### src/design/i3c_ccc_pkg.sv
// I3C broadcast CCC definitions
`default_nettype none

package i3c_ccc_pkg;

  // Bus byte and length widths
  localparam int unsigned ByteWidth = 8;
  localparam int unsigned LenWidth = 16;

  // Broadcast address 0x7E with write bit
  localparam logic [ByteWidth-1:0] BroadcastAddrByte = 8'hFC;

  // Supported broadcast CCC codes
  localparam logic [ByteWidth-1:0] CccEnecCode = 8'h00;
  localparam logic [ByteWidth-1:0] CccDisecCode = 8'h01;
  localparam logic [ByteWidth-1:0] CccRstdaaCode = 8'h06;
  localparam logic [ByteWidth-1:0] CccSetmwlCode = 8'h09;
  localparam logic [ByteWidth-1:0] CccSetmrlCode = 8'h0A;
  localparam logic [ByteWidth-1:0] CccRstactCode = 8'h2A;

  // Event bits in the ENEC/DISEC mask
  localparam int unsigned EvtIbiBit = 0;
  localparam int unsigned EvtCrrBit = 1;
  localparam int unsigned EvtHjBit = 3;

  // RSTACT defining byte values
  localparam logic [ByteWidth-1:0] RstActPeripheral = 8'h01;
  localparam logic [ByteWidth-1:0] RstActEscalate = 8'h02;

  typedef enum logic [2:0] {
    CccNone,
    CccEnec,
    CccDisec,
    CccRstdaa,
    CccSetmwl,
    CccSetmrl,
    CccRstact
  } ccc_op_e;

  typedef enum logic [1:0] {
    DecIdle,
    DecAddr,
    DecCode,
    DecDefining
  } decode_state_e;

endpackage

`default_nettype wire

### src/design/ccc_executor.sv
// Broadcast CCC executor
`default_nettype none
`timescale 1ns/1ps

module ccc_executor (
  input  logic                                 clk_i,
  input  logic                                 rst_ni,
  input  logic                                 ccc_valid_i,
  input  i3c_ccc_pkg::ccc_op_e                 ccc_op_i,
  input  logic                                 def_byte_valid_i,
  input  logic [i3c_ccc_pkg::ByteWidth-1:0]    def_byte_i,
  input  logic                                 ccc_end_i,
  input  logic                                 target_reset_detect_i,
  output logic                                 enec_ibi_o,
  output logic                                 enec_crr_o,
  output logic                                 enec_hj_o,
  output logic                                 disec_ibi_o,
  output logic                                 disec_crr_o,
  output logic                                 disec_hj_o,
  output logic                                 rstdaa_o,
  output logic                                 set_mwl_o,
  output logic [i3c_ccc_pkg::LenWidth-1:0]     mwl_o,
  output logic                                 set_mrl_o,
  output logic [i3c_ccc_pkg::LenWidth-1:0]     mrl_o,
  output logic [i3c_ccc_pkg::ByteWidth-1:0]    rst_action_o,
  output logic                                 rst_action_valid_o,
  output logic                                 plain_reset_pattern_o
);
  import i3c_ccc_pkg::*;

  ccc_op_e              op_q;
  // Defining byte count, saturates at 3
  logic [1:0]           cnt_q;
  logic [ByteWidth-1:0] byte0_q;
  logic [ByteWidth-1:0] byte1_q;
  logic                 armed_q;
  logic                 have_byte;
  logic                 two_bytes;

  assign have_byte = (cnt_q != 2'd0);
  assign two_bytes = (cnt_q == 2'd2);

  always_ff @(posedge clk_i or negedge rst_ni) begin
    if (!rst_ni) begin
      op_q  <= CccNone;
      cnt_q <= 2'd0;
    end else begin
      if (ccc_end_i) begin
        op_q <= CccNone;
      end
      if (ccc_valid_i) begin
        op_q  <= ccc_op_i;
        cnt_q <= 2'd0;
      end else if (def_byte_valid_i && cnt_q != 2'd3) begin
        cnt_q <= cnt_q + 2'd1;
      end
    end
  end

  always_ff @(posedge clk_i) begin
    if (def_byte_valid_i && cnt_q == 2'd0) begin
      byte0_q <= def_byte_i;
    end
    if (def_byte_valid_i && cnt_q == 2'd1) begin
      byte1_q <= def_byte_i;
    end
  end

  always_ff @(posedge clk_i or negedge rst_ni) begin
    if (!rst_ni) begin
      enec_ibi_o            <= 1'b0;
      enec_crr_o            <= 1'b0;
      enec_hj_o             <= 1'b0;
      disec_ibi_o           <= 1'b0;
      disec_crr_o           <= 1'b0;
      disec_hj_o            <= 1'b0;
      rstdaa_o              <= 1'b0;
      set_mwl_o             <= 1'b0;
      mwl_o                 <= '0;
      set_mrl_o             <= 1'b0;
      mrl_o                 <= '0;
      rst_action_o          <= '0;
      rst_action_valid_o    <= 1'b0;
      plain_reset_pattern_o <= 1'b0;
      armed_q               <= 1'b0;
    end else begin
      enec_ibi_o            <= 1'b0;
      enec_crr_o            <= 1'b0;
      enec_hj_o             <= 1'b0;
      disec_ibi_o           <= 1'b0;
      disec_crr_o           <= 1'b0;
      disec_hj_o            <= 1'b0;
      rstdaa_o              <= 1'b0;
      set_mwl_o             <= 1'b0;
      set_mrl_o             <= 1'b0;
      rst_action_valid_o    <= 1'b0;
      plain_reset_pattern_o <= 1'b0;

      // Reset pattern consumes the armed action
      if (target_reset_detect_i) begin
        if (armed_q) begin
          rst_action_valid_o <= 1'b1;
          armed_q            <= 1'b0;
        end else begin
          plain_reset_pattern_o <= 1'b1;
        end
      end

      if (ccc_end_i) begin
        unique case (op_q)
          CccEnec: begin
            enec_ibi_o <= have_byte & byte0_q[EvtIbiBit];
            enec_crr_o <= have_byte & byte0_q[EvtCrrBit];
            enec_hj_o  <= have_byte & byte0_q[EvtHjBit];
          end
          CccDisec: begin
            disec_ibi_o <= have_byte & byte0_q[EvtIbiBit];
            disec_crr_o <= have_byte & byte0_q[EvtCrrBit];
            disec_hj_o  <= have_byte & byte0_q[EvtHjBit];
          end
          CccRstdaa: begin
            rstdaa_o <= 1'b1;
          end
          CccSetmwl: begin
            if (two_bytes) begin
              mwl_o     <= {byte0_q, byte1_q};
              set_mwl_o <= 1'b1;
            end
          end
          CccSetmrl: begin
            if (two_bytes) begin
              mrl_o     <= {byte0_q, byte1_q};
              set_mrl_o <= 1'b1;
            end
          end
          CccRstact: begin
            if (cnt_q == 2'd1) begin
              rst_action_o <= byte0_q;
              armed_q      <= 1'b1;
            end
          end
          default: begin
          end
        endcase
      end
    end
  end

endmodule

`default_nettype wire

### src/design/ccc_frame_decoder.sv
// Broadcast CCC frame decoder
`default_nettype none
`timescale 1ns/1ps

module ccc_frame_decoder (
  input  logic                                 clk_i,
  input  logic                                 rst_ni,
  input  logic                                 enable_i,
  input  logic                                 start_det_i,
  input  logic                                 stop_det_i,
  input  logic                                 rx_byte_valid_i,
  input  logic [i3c_ccc_pkg::ByteWidth-1:0]    rx_byte_i,
  output logic                                 ccc_valid_o,
  output i3c_ccc_pkg::ccc_op_e                 ccc_op_o,
  output logic                                 def_byte_valid_o,
  output logic [i3c_ccc_pkg::ByteWidth-1:0]    def_byte_o,
  output logic                                 ccc_end_o
);
  import i3c_ccc_pkg::*;

  decode_state_e state_q;
  ccc_op_e       code_op;

  // Map the code byte to an opcode, CccNone if unsupported
  always_comb begin
    unique case (rx_byte_i)
      CccEnecCode:   code_op = CccEnec;
      CccDisecCode:  code_op = CccDisec;
      CccRstdaaCode: code_op = CccRstdaa;
      CccSetmwlCode: code_op = CccSetmwl;
      CccSetmrlCode: code_op = CccSetmrl;
      CccRstactCode: code_op = CccRstact;
      default:       code_op = CccNone;
    endcase
  end

  always_ff @(posedge clk_i or negedge rst_ni) begin
    if (!rst_ni) begin
      state_q          <= DecIdle;
      ccc_valid_o      <= 1'b0;
      ccc_op_o         <= CccNone;
      def_byte_valid_o <= 1'b0;
      ccc_end_o        <= 1'b0;
    end else begin
      ccc_valid_o      <= 1'b0;
      def_byte_valid_o <= 1'b0;
      ccc_end_o        <= 1'b0;

      if (!enable_i) begin
        state_q <= DecIdle;
      end else if (stop_det_i || start_det_i) begin
        // Stop or repeated start closes an open CCC
        if (state_q == DecDefining) begin
          ccc_end_o <= 1'b1;
        end
        state_q <= stop_det_i ? DecIdle : DecAddr;
      end else if (rx_byte_valid_i) begin
        unique case (state_q)
          DecAddr: begin
            state_q <= (rx_byte_i == BroadcastAddrByte) ? DecCode : DecIdle;
          end
          DecCode: begin
            if (code_op != CccNone) begin
              ccc_valid_o <= 1'b1;
              ccc_op_o    <= code_op;
              state_q     <= DecDefining;
            end else begin
              state_q <= DecIdle;
            end
          end
          DecDefining: begin
            def_byte_valid_o <= 1'b1;
          end
          default: begin
            state_q <= DecIdle;
          end
        endcase
      end
    end
  end

  // Defining byte payload, qualified by def_byte_valid_o
  always_ff @(posedge clk_i) begin
    if (rx_byte_valid_i) begin
      def_byte_o <= rx_byte_i;
    end
  end

endmodule

`default_nettype wire

### src/design/i3c_ccc_target.sv
// I3C target broadcast CCC top level
`default_nettype none
`timescale 1ns/1ps

module i3c_ccc_target (
  input  logic                                 clk_i,
  input  logic                                 rst_ni,
  input  logic                                 enable_i,
  input  logic                                 start_det_i,
  input  logic                                 stop_det_i,
  input  logic                                 rx_byte_valid_i,
  input  logic [i3c_ccc_pkg::ByteWidth-1:0]    rx_byte_i,
  input  logic                                 target_reset_detect_i,
  input  logic                                 peripheral_reset_done_i,
  output logic                                 enec_ibi_o,
  output logic                                 enec_crr_o,
  output logic                                 enec_hj_o,
  output logic                                 disec_ibi_o,
  output logic                                 disec_crr_o,
  output logic                                 disec_hj_o,
  output logic                                 rstdaa_o,
  output logic                                 set_mwl_o,
  output logic [i3c_ccc_pkg::LenWidth-1:0]     mwl_o,
  output logic                                 set_mrl_o,
  output logic [i3c_ccc_pkg::LenWidth-1:0]     mrl_o,
  output logic [i3c_ccc_pkg::ByteWidth-1:0]    rst_action_o,
  output logic                                 rst_action_valid_o,
  output logic                                 peripheral_reset_o,
  output logic                                 escalated_reset_o
);
  import i3c_ccc_pkg::*;

  logic                 ccc_valid;
  ccc_op_e              ccc_op;
  logic                 def_byte_valid;
  logic [ByteWidth-1:0] def_byte;
  logic                 ccc_end;
  logic                 plain_reset_pattern;

  ccc_frame_decoder ccc_frame_decoder_inst (
    .clk_i            (clk_i),
    .rst_ni           (rst_ni),
    .enable_i         (enable_i),
    .start_det_i      (start_det_i),
    .stop_det_i       (stop_det_i),
    .rx_byte_valid_i  (rx_byte_valid_i),
    .rx_byte_i        (rx_byte_i),
    .ccc_valid_o      (ccc_valid),
    .ccc_op_o         (ccc_op),
    .def_byte_valid_o (def_byte_valid),
    .def_byte_o       (def_byte),
    .ccc_end_o        (ccc_end)
  );

  ccc_executor ccc_executor_inst (
    .clk_i                 (clk_i),
    .rst_ni                (rst_ni),
    .ccc_valid_i           (ccc_valid),
    .ccc_op_i              (ccc_op),
    .def_byte_valid_i      (def_byte_valid),
    .def_byte_i            (def_byte),
    .ccc_end_i             (ccc_end),
    .target_reset_detect_i (target_reset_detect_i),
    .enec_ibi_o            (enec_ibi_o),
    .enec_crr_o            (enec_crr_o),
    .enec_hj_o             (enec_hj_o),
    .disec_ibi_o           (disec_ibi_o),
    .disec_crr_o           (disec_crr_o),
    .disec_hj_o            (disec_hj_o),
    .rstdaa_o              (rstdaa_o),
    .set_mwl_o             (set_mwl_o),
    .mwl_o                 (mwl_o),
    .set_mrl_o             (set_mrl_o),
    .mrl_o                 (mrl_o),
    .rst_action_o          (rst_action_o),
    .rst_action_valid_o    (rst_action_valid_o),
    .plain_reset_pattern_o (plain_reset_pattern)
  );

  target_reset_ctrl target_reset_ctrl_inst (
    .clk_i                   (clk_i),
    .rst_ni                  (rst_ni),
    .rst_action_i            (rst_action_o),
    .rst_action_valid_i      (rst_action_valid_o),
    .plain_reset_pattern_i   (plain_reset_pattern),
    .peripheral_reset_done_i (peripheral_reset_done_i),
    .peripheral_reset_o      (peripheral_reset_o),
    .escalated_reset_o       (escalated_reset_o)
  );

endmodule

`default_nettype wire

### src/design/target_reset_ctrl.sv
// Target reset control
`default_nettype none
`timescale 1ns/1ps

module target_reset_ctrl (
  input  logic                                 clk_i,
  input  logic                                 rst_ni,
  input  logic [i3c_ccc_pkg::ByteWidth-1:0]    rst_action_i,
  input  logic                                 rst_action_valid_i,
  input  logic                                 plain_reset_pattern_i,
  input  logic                                 peripheral_reset_done_i,
  output logic                                 peripheral_reset_o,
  output logic                                 escalated_reset_o
);
  import i3c_ccc_pkg::*;

  // Set after the first plain pattern, a second one escalates
  logic escalate_q;
  logic periph_req;
  logic esc_req;

  assign periph_req = (rst_action_valid_i && rst_action_i == RstActPeripheral) ||
                      (plain_reset_pattern_i && !escalate_q);
  assign esc_req = (rst_action_valid_i && rst_action_i == RstActEscalate) ||
                   (plain_reset_pattern_i && escalate_q);

  always_ff @(posedge clk_i or negedge rst_ni) begin
    if (!rst_ni) begin
      escalate_q         <= 1'b0;
      peripheral_reset_o <= 1'b0;
    end else begin
      if (plain_reset_pattern_i && !escalate_q) begin
        escalate_q <= 1'b1;
      end
      if (periph_req) begin
        peripheral_reset_o <= 1'b1;
      end
      if (peripheral_reset_done_i) begin
        escalate_q         <= 1'b0;
        peripheral_reset_o <= 1'b0;
      end
    end
  end

  // Escalated reset is only cleared by the system reset
  always_ff @(posedge clk_i or negedge rst_ni) begin
    if (!rst_ni) begin
      escalated_reset_o <= 1'b0;
    end else if (esc_req) begin
      escalated_reset_o <= 1'b1;
    end
  end

endmodule

`default_nettype wire

### config.mk
export PLATFORM = sky130hd
export DESIGN_NAME = i3c_ccc_target
export DESIGN_NICKNAME = d
export VERILOG_FILES = /design/src/design/i3c_ccc_pkg.sv /design/src/design/ccc_executor.sv /design/src/design/ccc_frame_decoder.sv /design/src/design/i3c_ccc_target.sv /design/src/design/target_reset_ctrl.sv
export SDC_FILE = /design/constraint.sdc
export NUM_CORES = 1
export LEC_CHECK = 0
export ABC_AREA = 1
export CAP_MARGIN = 20
export CORE_MARGIN = 10
export CORE_UTILIZATION = 40
export DETAILED_ROUTE_END_ITERATION = 10
export DONT_BUFFER_PORTS = 1
export GPL_TIMING_DRIVEN = 0
export PLACE_DENSITY = 0.64
export RECOVER_POWER = 50
export SLEW_MARGIN = 10
export SYNTH_ARGS = -nofsm -noshare
export SYNTH_HDL_FRONTEND = slang
export SYNTH_HIERARCHICAL = 1
export SYNTH_SLANG_ARGS = --single-unit
### constraint.sdc
create_clock -name clk_i -period 1.55 [get_ports clk_i]
set_input_delay 0.31 -clock clk_i [delete_from_list [all_inputs] [get_ports clk_i]]
set_output_delay 0.31 -clock clk_i [all_outputs]
set_load 0.005 [all_outputs]
### Word-level counts from Yosys, hierarchy flattened

Index checks and enable logic that the tools add are counted.

| word-level totals | value |
|---|---|
| output and inout port bits | 52 |
| flip-flop bits (word level) | 92 |

| operators by class | value |
|---|---|
| eq/ne operators | 22 |
| reductions and logical operators | 24 |
| mux-type cells | 54 |
| bitwise operators | 4 |
| add/sub/neg operators | 1 |

Operator list:

| kind | count |
|---|---|
| 1-bit two-way mux | 43 |
| 3-bit one-hot mux with 6 select lines | 1 |
| 8-bit by 1-bit equality test with 1-bit output, second input constant | 2 |
| 8-bit by 4-bit equality test with 1-bit output, second input constant | 2 |
| 2-bit two-way mux | 7 |
| 2-bit nonzero test | 5 |
| 3-bit equality test, second input constant | 3 |
| 3-bit AND reduction | 3 |
| 8-bit by 2-bit equality test with 1-bit output, second input constant | 1 |
| 8-bit by 3-bit equality test with 1-bit output, second input constant | 1 |
| 8-bit by 6-bit equality test with 1-bit output, second input constant | 1 |
| 8-bit equality test, second input constant | 1 |
| 8-bit zero test | 1 |
| 1-bit logical AND | 7 |
| 2-bit equality test, second input constant | 3 |
| 3-bit by 2-bit equality test with 1-bit output, second input constant | 2 |
| 3-bit two-way mux | 2 |
| 2-bit one-hot mux with 3 select lines | 1 |
| 5-bit AND reduction | 1 |
| 2-bit by 1-bit equality test with 1-bit output, second input constant | 2 |
| 1-bit AND | 3 |
| 3-bit by 1-bit equality test with 1-bit output, second input constant | 1 |
| 1-bit logical OR | 3 |
| 3-bit by 1-bit != test with 1-bit output, second input constant | 1 |
| other kinds (8) | 8 |

### Depth between registers and ports, before layout

Gate-level depths: netlist of run 1.

| logic depth | value |
|---|---|
| depth after elaboration | 8 |
| gate-level depth with buffers | 10 |
| depth with buffers taken out | 10 |

### By module

The synthesis of run 1 kept the hierarchy.

By module, submodules not included:

| module | instances | area an instance (um^2) | cells each |
|---|---|---|---|
| ccc_executor | 1 | 2797.7 | 265 |
| ccc_frame_decoder | 1 | 822.0 | 90 |
| target_reset_ctrl | 1 | 188.9 | 27 |

### Worst setup path before layout of run 1

OpenSTA, ideal clock, no wires.

| timing path | value |
|---|---|
| path type | reg2reg |
| start | register ccc_executor_inst.cnt_q[0] |
| end | register ccc_executor_inst/mwl_o[11] in the netlist's numbering |
| period minus slack after synthesis | 1296 ps |
| arrival time | 1180 ps |
| data required time | 1433 ps |
| buffers on the path | 1 |
| slack | 254 ps |
| library setup time | 117 ps |
| stages on the path, launching flop included | 9 |
| cell sequence | dfrtp_1 > inv_1 > ha_1 > nand3_2 > clkinv_4 > nand2_4 > buf_6 > nand2_2 > nand2_1 |

| on the way | value |
|---|---|
| cells in the longest elaborated chain, start to end | 2 |

Ends and longest elaborated chain:

| element | RTL line | source |
|---|---|---|
| start: declaration | ccc_executor.sv:33 | `logic [1:0] cnt_q;` |
| start signal: assignment | ccc_executor.sv:55 | `cnt_q <= cnt_q + 2'd1;` |
| 2-bit equality test | ccc_executor.sv:41 | `assign two_bytes = (cnt_q == 2'd2);` |
| 3-bit AND reduction (no source line) | n/a |  |
| end signal: assignment | ccc_executor.sv:126 | `mwl_o <= {byte0_q, byte1_q};` |
| end: declaration | ccc_executor.sv:22 | `output logic [i3c_ccc_pkg::LenWidth-1:0] mwl_o,` |

Every way passes these cells.
A chain may end at the register's enable or synchronous reset.

### Worst setup path in the final report of run 1

| timing path | value |
|---|---|
| start | register ccc_executor_inst.cnt_q[0] |
| end | register ccc_executor_inst/mwl_o[15] in the netlist's numbering |

Same word-level chain as after synthesis.

==> results of run 1 <==
==> cells in the final DEF (no fill, tap or decap), drive strengths merged, types with 4 or more instances in the layout <==
master	count
a21oi	4
buf	6
clkbuf	9
clkinv	4
dfrtp	68
edfxtp	24
ha	7
inv	41
nand2	146
nand3	27
nand4	6
nor2	42
nor3	4
o21ai	8
==> area by class of cell <==
type | count | area, sq um
fillers | 886 | 5057
flip-flops and latches | 92 | 2422
multi-input cells | 246 | 1189
well taps | 129 | 161.4
inverters | 39 | 151.4
clock buffers | 9 | 123.9
clock inverters | 7 | 71.32
plain buffers | 5 | 46.29
repair buffers | 2 | 17.52
==> worst max-delay path, stage by stage (launching register included) <==
cell and delay (ps):
dfrtp_1 420, inv_1 120, ha_1 170, nand3_2 140
clkinv_4 140, nand2_4 90, buf_6 170, nand2_2 60
nand2_1 40
==> sequential cells by signal, summed over array words and instances, names as in the netlist, 2 cells and up <==
| name | count |
|---|---|
| ccc_executor_inst/cnt_q | 2 |
| ccc_frame_decoder_inst/def_byte_o | 8 |
| ccc_executor_inst/op_q | 3 |
| ccc_frame_decoder_inst/state_q | 2 |
| ccc_executor_inst/mrl_o | 16 |
| ccc_executor_inst/byte1_q | 8 |
| ccc_executor_inst/mwl_o | 16 |
| ccc_frame_decoder_inst/ccc_op_o | 3 |
| ccc_executor_inst/rst_action_o | 8 |
| ccc_executor_inst/byte0_q | 8 |
==> cells in the mapped netlist <==
master and n:
buf_2 1, clkinv_4 1, nor3_1 4, o21ai_1 1, nor2_4 4, nand3_1 23, nand2_2 14, nor2_1 29
inv_1 31, ha_1 7, dfrtp_1 68, a31oi_1 1, edfxtp_1 24, nor4_1 1, nand4_1 6, inv_2 7
buf_6 3, nand3_2 4, o21ai_0 7, a21oi_1 4, nand2_1 129, nor2_2 9, nand2_4 3, buf_4 1
==> cells by family after synthesis <==
| logic type | count (synthesis) | synth area share |
|---|---|---|
| and+or+nand+nor | 226 | 0.2717 |
| DFF | 92 | 0.6360 |
| buffers and inverters | 44 | 0.05191 |
| AOI/OAI and AO/OA | 13 | 0.01741 |
| adders and majority gates | 7 | 0.02300 |
==> power groups by stage <==
stage	Combinational [uW]	Sequential, uW	Clock [uW]
3_3_place_gp	45.3	2580	0
5_1_grt	56.3	2540	1760
6_report	49.7	2530	1590
2_1_floorplan	40.9	2580	0
3_5_place_dp	47.2	2590	0
4_1_cts	49.8	2540	1640
==> through the flow <==
stage          hold WS, ps  utilization
6_report            -365.4       0.4527
5_1_grt             -396.7       0.4527
4_1_cts             -384.4       0.4519
3_5_place_dp         16.66       0.4297
3_3_place_gp         16.55       0.4297
2_1_floorplan        14.41            -
==> repair_timing <==
action | CTS | global route
setup buffers | 0 | 1
hold endpoints to repair | 70 | 68
setup endpoints to repair | 0 | 2
==> worst paths after layout <==
| check | start | end | slack, ps | cells past startpoint |
|---|---|---|---|---|
| min in group clk_i | rx_byte_i[4] | ccc_frame_decoder_inst/def_byte_o[4] | 50 | 0 |
| worst max register to register | ccc_executor_inst/cnt_q[0] | ccc_executor_inst/mwl_o[15] | 100 | 8 |
| worst max-delay path | ccc_executor_inst/cnt_q[0] | ccc_executor_inst/mwl_o[15] | 100 | 8 |
| worst min register to register | ccc_frame_decoder_inst/def_byte_o[6] | ccc_executor_inst/byte1_q[6] | 460 | 0 |
| worst min-delay path | rst_ni | ccc_executor_inst/set_mwl_o | -370 | 0 |
| max in group asynchronous | rst_ni | ccc_executor_inst/rstdaa_o | 1810 | 0 |
==> routing by layer <==
layer | vias to the layer above | track usage
met1 | 1153 | 0.1372
met5 | - | 0
met3 | 10 | 0.04940
li1 | 1229 | -
met4 | 0 | 0.04482
met2 | 69 | 0.1696
==> impl_metrics.tcl, run 1 <==
set metrics [dict create \
    area_growth_pct 9.823 \
    ctsResizeCount 0 \
    vias_per_cell 4.652 \
    fin_skew_ps 16.68 \
    drt_iter0_drc 198 \
    synth-seq-area-share 0.6360 \
    finalPower_uw 4178 \
    dpl.hpwl_mm 5.829 \
    core-area_sq_um 9240 \
    ys_types 24 \
    ant_nets 0 \
    final-setup-viol-count 0 \
    num_vias 2461 \
    instances_no_fill 529 \
    place_inst 511 \
    die_h_um 117.6 \
    wl_per_cell_um 14.62 \
    layout.nets 418 \
    port_buffers 0 \
    dpl-instance-area_sq_um 3970 \
    hold_viol 68 \
    wl_met3_um 701 \
    hold_path.class "primary input to asynchronous set/reset pin" \
    fp-row-count 35 \
    numCtsBuffers 9 \
    seq_power_share 0.607 \
    synth_nets 405 \
    io-pin-count 68 \
    start_util 0.4122 \
    tightest_slew_ps 327.7 \
    combPwrFrac 0.012 \
    whs_ps -365.4 \
    synth_top_area_frac 0.4468 \
    setup_ws_ps 101.1 \
    diodes 0 \
    clkLatencyLatePin_ps 360 \
    fin_area_sq_um 4183 \
    met2_length_mm 3.492 \
    p_sw_frac 0.2127 \
    yosys.area.top_type "dfrtp_1" \
    dieArea_sq_um 13830 \
    first_pass_iters 5 \
    ir_drop_mv 0.5664 \
    cap_violations 0 \
    rsz0062_at_grt "no" \
    finalSetupTns_ps 0 \
    power_switching_uw 888.8 \
    p_per_area_nw_per_um2 998.8 \
    grt_pass1_wl_mm 12.54 \
    required_ps 1800 \
    clkSlewWorstSetupHoldPaths_ps 100 \
    status "complete, but fails checks" \
    cts_root_buf "clkbuf_8" \
    violations "negative hold slack" \
    post-route-drc-count 0 \
    gp_congestion 0.7596 \
    p_int_uw 3289 \
    drive_above_1_share 0.1575 \
    maxSlewViolCount 0 \
    met1_length_mm 3.392 \
    cts_hold_buf 1 \
    startpoint_type "flop" \
    synthCells 382 \
    synth_area_per_cell_sq_um 9.970 \
    fmax_mhz 690.2 \
    max_slew_margin 0.7816 \
    arrival_ps 1700 \
    yosys_register_bits 92 \
    cts_buffer_depth 2 \
    numClockSinks 92 \
    ys_top_cells_by_area "dfrtp_1, edfxtp_1, nand2_1, inv_1, nand3_1" \
    cts_tree "yes" \
    overflow 0 \
    yosys_warnings 6 \
    critPathKind "flop to flop" \
    syn_area_sq_um 3809 \
    clock_power_share 0.381 \
    critPathCaptureType "flop" \
    htree_num_levels 3 \
    total_leakage_power_uw 0.002087 \
    antenna_found_initial 0 \
    dp_slack_ps 96.52 \
    die_w_um 117.6 \
    period_share 0.9348 \
    grt_max_degree 69 \
    drt_wl_total_mm 7.732 \
    grt_pass1_vias 2342 \
    worst-path-max-fanout 10 \
    period_needed_ps 1449 \
    grt_usage 0.1122 \
    top_layer "met4" \
]
(Power assumes the default switching activity.)
==> run 2, diff against run 1 <==
--- a/config.mk
+++ b/config.mk
@@ -7,12 +7,14 @@
 export LEC_CHECK = 0
 export ABC_AREA = 1
 export CAP_MARGIN = 20
+export CELL_PAD_IN_SITES_DETAIL_PLACEMENT = 1
+export CELL_PAD_IN_SITES_GLOBAL_PLACEMENT = 2
 export CORE_MARGIN = 10
-export CORE_UTILIZATION = 40
+export CORE_UTILIZATION = 39
 export DETAILED_ROUTE_END_ITERATION = 10
 export DONT_BUFFER_PORTS = 1
 export GPL_TIMING_DRIVEN = 0
-export PLACE_DENSITY = 0.64
+export PLACE_DENSITY = 0.88
 export RECOVER_POWER = 50
 export SLEW_MARGIN = 10
 export SYNTH_ARGS = -nofsm -noshare
==> run 2 against run 1 <==
The run still ends with negative hold slack left. Clock skew fell by 10 ps. Register-to-register slack improved by 20 ps. Non-clock buffer count rose by 5. Sequential power barely moved. Core utilization fell by 1.4 points. Maximum frequency rose by 1.3%. Cell area rose by 1.1%. Final cell count rose by 1.7%. Setup slack improved by 19 ps. Critical path depth did not move. Routed wire length rose by 16%. Largest cell class unchanged.
==> impl_metrics.tcl, run 2 (synthesis results as in run 1) <==
set metrics [dict create \
    post-route-drc-count 0 \
    dpl.hpwl_mm 6.764 \
    gr-usage-met2 0.2090 \
    grt_util_met1 0.1467 \
    drt_iter0_drc 168 \
    arrival_ps 1690 \
    largestRegisters "ccc_executor_inst/mrl_o (16), ccc_executor_inst/mwl_o (16)" \
    fin_skew_ps 6.334 \
    period_needed_ps 1430 \
    fillers 1115 \
    port_buffers 0 \
    final_cell_mix "nand2_1, dfrtp_1, inv_1" \
    path_delay_family "flip-flops" \
    tightest_slew_ps 353.3 \
    cap_violations 0 \
    die_w_um 118.8 \
    combPwrFrac 0.013 \
    multi_input_area_sq_um 1196 \
    critPathMaxStageDelay_ps 410 \
    overflow 0 \
    grt_usage 0.1294 \
    cts_root_buf "clkbuf_8" \
    htree_num_levels 3 \
    critPathKind "flop to flop" \
    cts_buffer_depth 2 \
    critPathCaptureType "flop" \
    clock_power_share 0.380 \
    grt_pass1_wl_mm 14.56 \
    maxSlewViolCount 0 \
    first_pass_iters 4 \
    utilization 0.4386 \
    total_leakage_power_uw 0.002103 \
    whs_ps -376.2 \
    fmax_mhz 699.1 \
    hold_path.class "primary input to asynchronous set/reset pin" \
    status "complete, but fails checks" \
    core-area_sq_um 9639 \
    area_growth_pct 11.01 \
    gp_congestion 0.7708 \
    period_share 0.9228 \
    power_switching_uw 907.9 \
    die_h_um 118.8 \
    numClockSinks 92 \
    antenna_found_initial 0 \
    rsz0062_at_grt "no" \
    clkLatencyLatePin_ps 370 \
    wl_per_cell_um 16.68 \
    grt-busiest-layer "met2" \
    timing.critical_path.buf_inv 3 \
    p_per_area_nw_per_um2 989.3 \
    place_inst 515 \
    final_common_cell "nand2_1" \
    numCtsBuffers 9 \
    worst-path-max-fanout 10 \
    cts_hold_buf 1 \
    seq_power_share 0.607 \
    final-setup-viol-count 0 \
    startpoint_type "flop" \
    crit_chain "inv_1 -> ha_1 -> nand3_4 -> clkinv_4 -> nand2_4 -> buf_6 -> nand2_2 -> nand2_1" \
    vias_per_cell 4.757 \
    hold_viol 68 \
    dieArea_sq_um 14120 \
    drive_above_1_share 0.1654 \
    grt_pass1_vias 2712 \
    p_sw_frac 0.2171 \
    cts_tree "yes" \
    diodes 0 \
    layout.nets 423 \
    instances_no_fill 538 \
    cp_slowest_cell "dfrtp_1" \
    p_int_uw 3275 \
    finalSetupTns_ps 0 \
    ant_nets 0 \
    violations "negative hold slack" \
    grt_util_met3 0.05621 \
    io-pin-count 68 \
    num_vias 2559 \
    clkSlewWorstSetupHoldPaths_ps 90 \
    max_slew_margin 0.7642 \
    ir_drop_mv 0.4837 \
    fp-row-count 36 \
    required_ps 1810 \
    drt_wl_total_mm 8.972 \
    grt_max_degree 69 \
    final-seq-area_sq_um 2422 \
    start_util 0.3951 \
]
==> run 2: cell count changes in the layout (fill, tap and decap cells not counted), sizes merged <==
| cell | previous run | this run |
|---|---|---|
| buf | 6 | 11 |
| clkinvlp | 0 | 2 |
| inv | 41 | 39 |
==> run 2: path summary, 6_finish.rpt <==
kind	startpoint	endpoint	slack, ps	depth (start not counted)
worst max register to register	ccc_executor_inst/cnt_q[0]	ccc_executor_inst/mwl_o[8]	120	8
max in group asynchronous	rst_ni	ccc_executor_inst/mwl_o[4]	1830	0
worst min register to register	ccc_executor_inst/armed_q	ccc_executor_inst/plain_reset_pattern_o	450	1
min in group clk_i	rx_byte_i[0]	ccc_frame_decoder_inst/def_byte_o[0]	30	0
worst max-delay path	ccc_executor_inst/cnt_q[0]	ccc_executor_inst/mwl_o[8]	120	8
worst min-delay path	rst_ni	ccc_executor_inst/mwl_o[11]	-380	0
==> run 2: layout make-up <==
class                      count  area share
clock inverter                 7     0.01569
multi-input combinational    246      0.2829
sequential                    92      0.5730
clock buffer                   9     0.02930
inverter                      39     0.03581
buffer                         5     0.01095
tap                          133     0.03936
timing repair buffer           7     0.01302
==> run 2: stage by stage <==
| stage | instance area [sq um] | power [uW] | worst slack, ps | hold slack (ps) |
|---|---|---|---|---|
| 3_5_place_dp | 3975 | 2639 | 41.66 | 16.76 |
| 3_3_place_gp | 3975 | 2629 | 118.3 | 16.55 |
| 6_report | 4228 | 4182 | 119.6 | -376.2 |
| 2_1_floorplan | 3809 | 2618 | 253.6 | 14.41 |
| 4_1_cts | 4175 | 4237 | 29.02 | -394.1 |
| 5_1_grt | 4228 | 4352 | 6.204 | -403.8 |
==> run 2: power by group through the flow <==
| stage | clock network [uW] | logic [uW] | registers (uW) |
|---|---|---|---|
| finish | 1590 | 52.4 | 2540 |
| detailed placement | 0 | 49.1 | 2590 |
| global placement | 0 | 46.0 | 2580 |
| global route | 1750 | 60.8 | 2540 |
| CTS | 1650 | 51.7 | 2540 |
| floorplan | 0 | 40.9 | 2580 |
==> run 2: what timing repair did <==
| action | 4_1_cts | 5_1_grt |
|---|---|---|
| buffers inserted | 0 | 6 |
| hold endpoints to repair | 70 | 68 |
| endpoints found under the setup margin | 0 | 21 |
| gates resized for setup | 0 | 1 |
==> run 2: layer usage <==
layer | share of wire | up-vias
met5 | 0 | -
met4 | 0.018 | 0
met3 | 0.093 | 12
met2 | 0.49 | 79
met1 | 0.40 | 1236
li1 | - | 1232
==> run 3, diff against run 2 <==
==> constraint.sdc (replaced) <==
create_clock -name clk_i -period 1.55 [get_ports clk_i]
set_input_delay 0.0775 -clock clk_i [delete_from_list [all_inputs] [get_ports clk_i]]
set_output_delay 0.0775 -clock clk_i [all_outputs]
set_load 0.005 [all_outputs]
==> run 3 against run 2 <==
The flow still finishes with violations (negative hold slack). Worst hold slack got worse by 230 ps. Setup slack got worse by 27 ps. First-iteration DRC count grew 8.3%. Maximum frequency down 1.8%. Sequential share of layout area is 2.3 points lower. Critical path type unchanged. Critical endpoint is now ccc_frame_decoder_inst/ccc_end_o.
==> impl_metrics.tcl, run 3 (synthesis results as in run 1) <==
set metrics [dict create \
    status "complete, but fails checks" \
    violations "negative hold slack" \
    diodes 0 \
    port_buffers 0 \
    post-route-drc-count 0 \
    critPathCaptureType "flop" \
    combPwrFrac 0.022 \
    ant_nets 0 \
    hold_path.class "primary input to asynchronous set/reset pin" \
    required_ps 1810 \
    startpoint_type "flop" \
    grt_pass1_wl_mm 14.96 \
    cts_hold_buf 15 \
    period_needed_ps 1457 \
    antenna_found_initial 0 \
    drt_iter0_drc 182 \
    fmax_mhz 686.3 \
    ff2ff_path_depth 4 \
    whs_ps -606.8 \
    io-pin-count 68 \
    critPathKind "flop to flop" \
    reg2reg_slack_ps 90 \
    gp_congestion 0.7708 \
    finalSetupTns_ps 0 \
    instances_no_fill 556 \
    hold_viol 68 \
    htree_num_levels 3 \
    num_vias 2630 \
    dp_slack_ps 41.66 \
    core-area_sq_um 9639 \
    grt_usage 0.1323 \
    vias_per_cell 4.730 \
    worst-path-max-fanout 3 \
    p_int_uw 3300 \
    first_pass_iters 4 \
    clkLatencyLatePin_ps 370 \
    rsz0062_at_grt "no" \
    power_switching_uw 921.3 \
    cts_root_buf "clkbuf_8" \
    layout.nets 441 \
    grt_max_degree 69 \
    maxSlewViolCount 0 \
    ir_drop_mv 0.4838 \
    overflow 0 \
    dieArea_sq_um 14120 \
    p_per_area_nw_per_um2 958.7 \
    drive_above_1_share 0.1702 \
    timing.rr.start "ccc_frame_decoder_inst/state_q[0]" \
    largestRegisters "ccc_executor_inst/mrl_o (16), ccc_executor_inst/mwl_o (16)" \
    final-setup-viol-count 0 \
    clock_power_share 0.376 \
    cts_buffer_depth 2 \
    place_inst 515 \
    cap_violations 0 \
    drt_wl_total_mm 9.207 \
    reg2reg_to "ccc_frame_decoder_inst/ccc_end_o" \
    numCtsBuffers 9 \
    dpl.hpwl_mm 6.764 \
    fp-row-count 36 \
    total_leakage_power_uw 0.002186 \
    numClockSinks 92 \
    final_cell_mix "nand2_1, dfrtp_1, inv_1" \
    die_h_um 118.8 \
    die_w_um 118.8 \
    cts_tree "yes" \
    arrival_ps 1710 \
    tightest_slew_ps 511.7 \
    final_common_cell "nand2_1" \
    fin_skew_ps 5.683 \
    wl_per_cell_um 16.56 \
    max_slew_margin 0.6577 \
    setup_ws_ps 92.95 \
    finalPower_uw 4221 \
    start_util 0.3951 \
    p_sw_frac 0.2183 \
    clkSlewWorstSetupHoldPaths_ps 90 \
    utilization 0.4568 \
    grt_pass1_vias 2786 \
    area_growth_pct 15.60 \
    seq_power_share 0.601 \
    period_share 0.9400 \
]
## run 3: changes by cell type in the layout (fill, tap and decap cells not counted)
cell	delta
buf_4	+4
o21ai_0	-1
nor3_2	+1
o21ai_1	+1
dlygate4sd3_1	+14
nor3_1	-1
## run 3: through the flow
stage               area [sq um]  hold WS (ps)
floorplan                   3809        -218.1
finish                      4403        -606.8
global route                4403        -636.3
detailed placement          3975        -215.7
CTS                         4315        -626.6
global placement            3975        -216.0
## run 3: area by class of cell
cell class / count / area [sq um]
Buffer: 5 / 46.29
Sequential cell: 92 / 2422
Clock inverter: 7 / 66.31
Fill cell: 1108 / 5236
Clock buffer: 9 / 123.9
Tap cell: 133 / 166.4
Multi-Input combinational cell: 246 / 1201
Inverter: 39 / 151.4
Timing Repair Buffer: 25 / 225.2
## run 3: repair_timing
action	4_1_cts	5_1_grt
endpoints found under the hold margin	95	68
gates resized for setup	0	2
setup buffers	0	10
setup endpoints to repair	0	22
## run 3: metal layers
metal	vias up	share of wire	global-route usage
met5	-	0	0
met4	0	0.018	0.05649
met3	12	0.087	0.05385
met2	82	0.50	0.2173
met1	1266	0.40	0.1497
li1	1270	-	-
## run 3: how the worst max path moves through the flow
stage | from | endpoint | slack [ps] | depth (start not counted)
finish | ccc_frame_decoder_inst/state_q[0] | ccc_frame_decoder_inst/ccc_end_o | 90 | 4
global route | ccc_executor_inst/cnt_q[0] | ccc_executor_inst/mrl_o[8] | 6 | 8
CTS | ccc_executor_inst/cnt_q[0] | ccc_executor_inst/mwl_o[8] | 30 | 8
detailed placement | ccc_executor_inst/cnt_q[0] | ccc_executor_inst/mwl_o[8] | 40 | 8
global placement | ccc_executor_inst/cnt_q[0] | ccc_executor_inst/mwl_o[10] | 120 | 8
floorplan | ccc_executor_inst/cnt_q[0] | ccc_executor_inst/mwl_o[11] | 250 | 8
## run 3: power groups by stage
stage          Sequential (uW)  Clock, uW  Combinational, uW
3_3_place_gp              2580          0               46.0
2_1_floorplan             2580          0               40.9
3_5_place_dp              2590          0               49.1
4_1_cts                   2540       1650               87.3
6_report                  2540       1590               94.4
5_1_grt                   2540       1750                106
## run 3: critical path, cell delays in order (launching register included)
cell,delay (ps)
dfrtp_1,410
ha_1,220
inv_1,110
nor3_2,60
dlygate4sd3_1,550
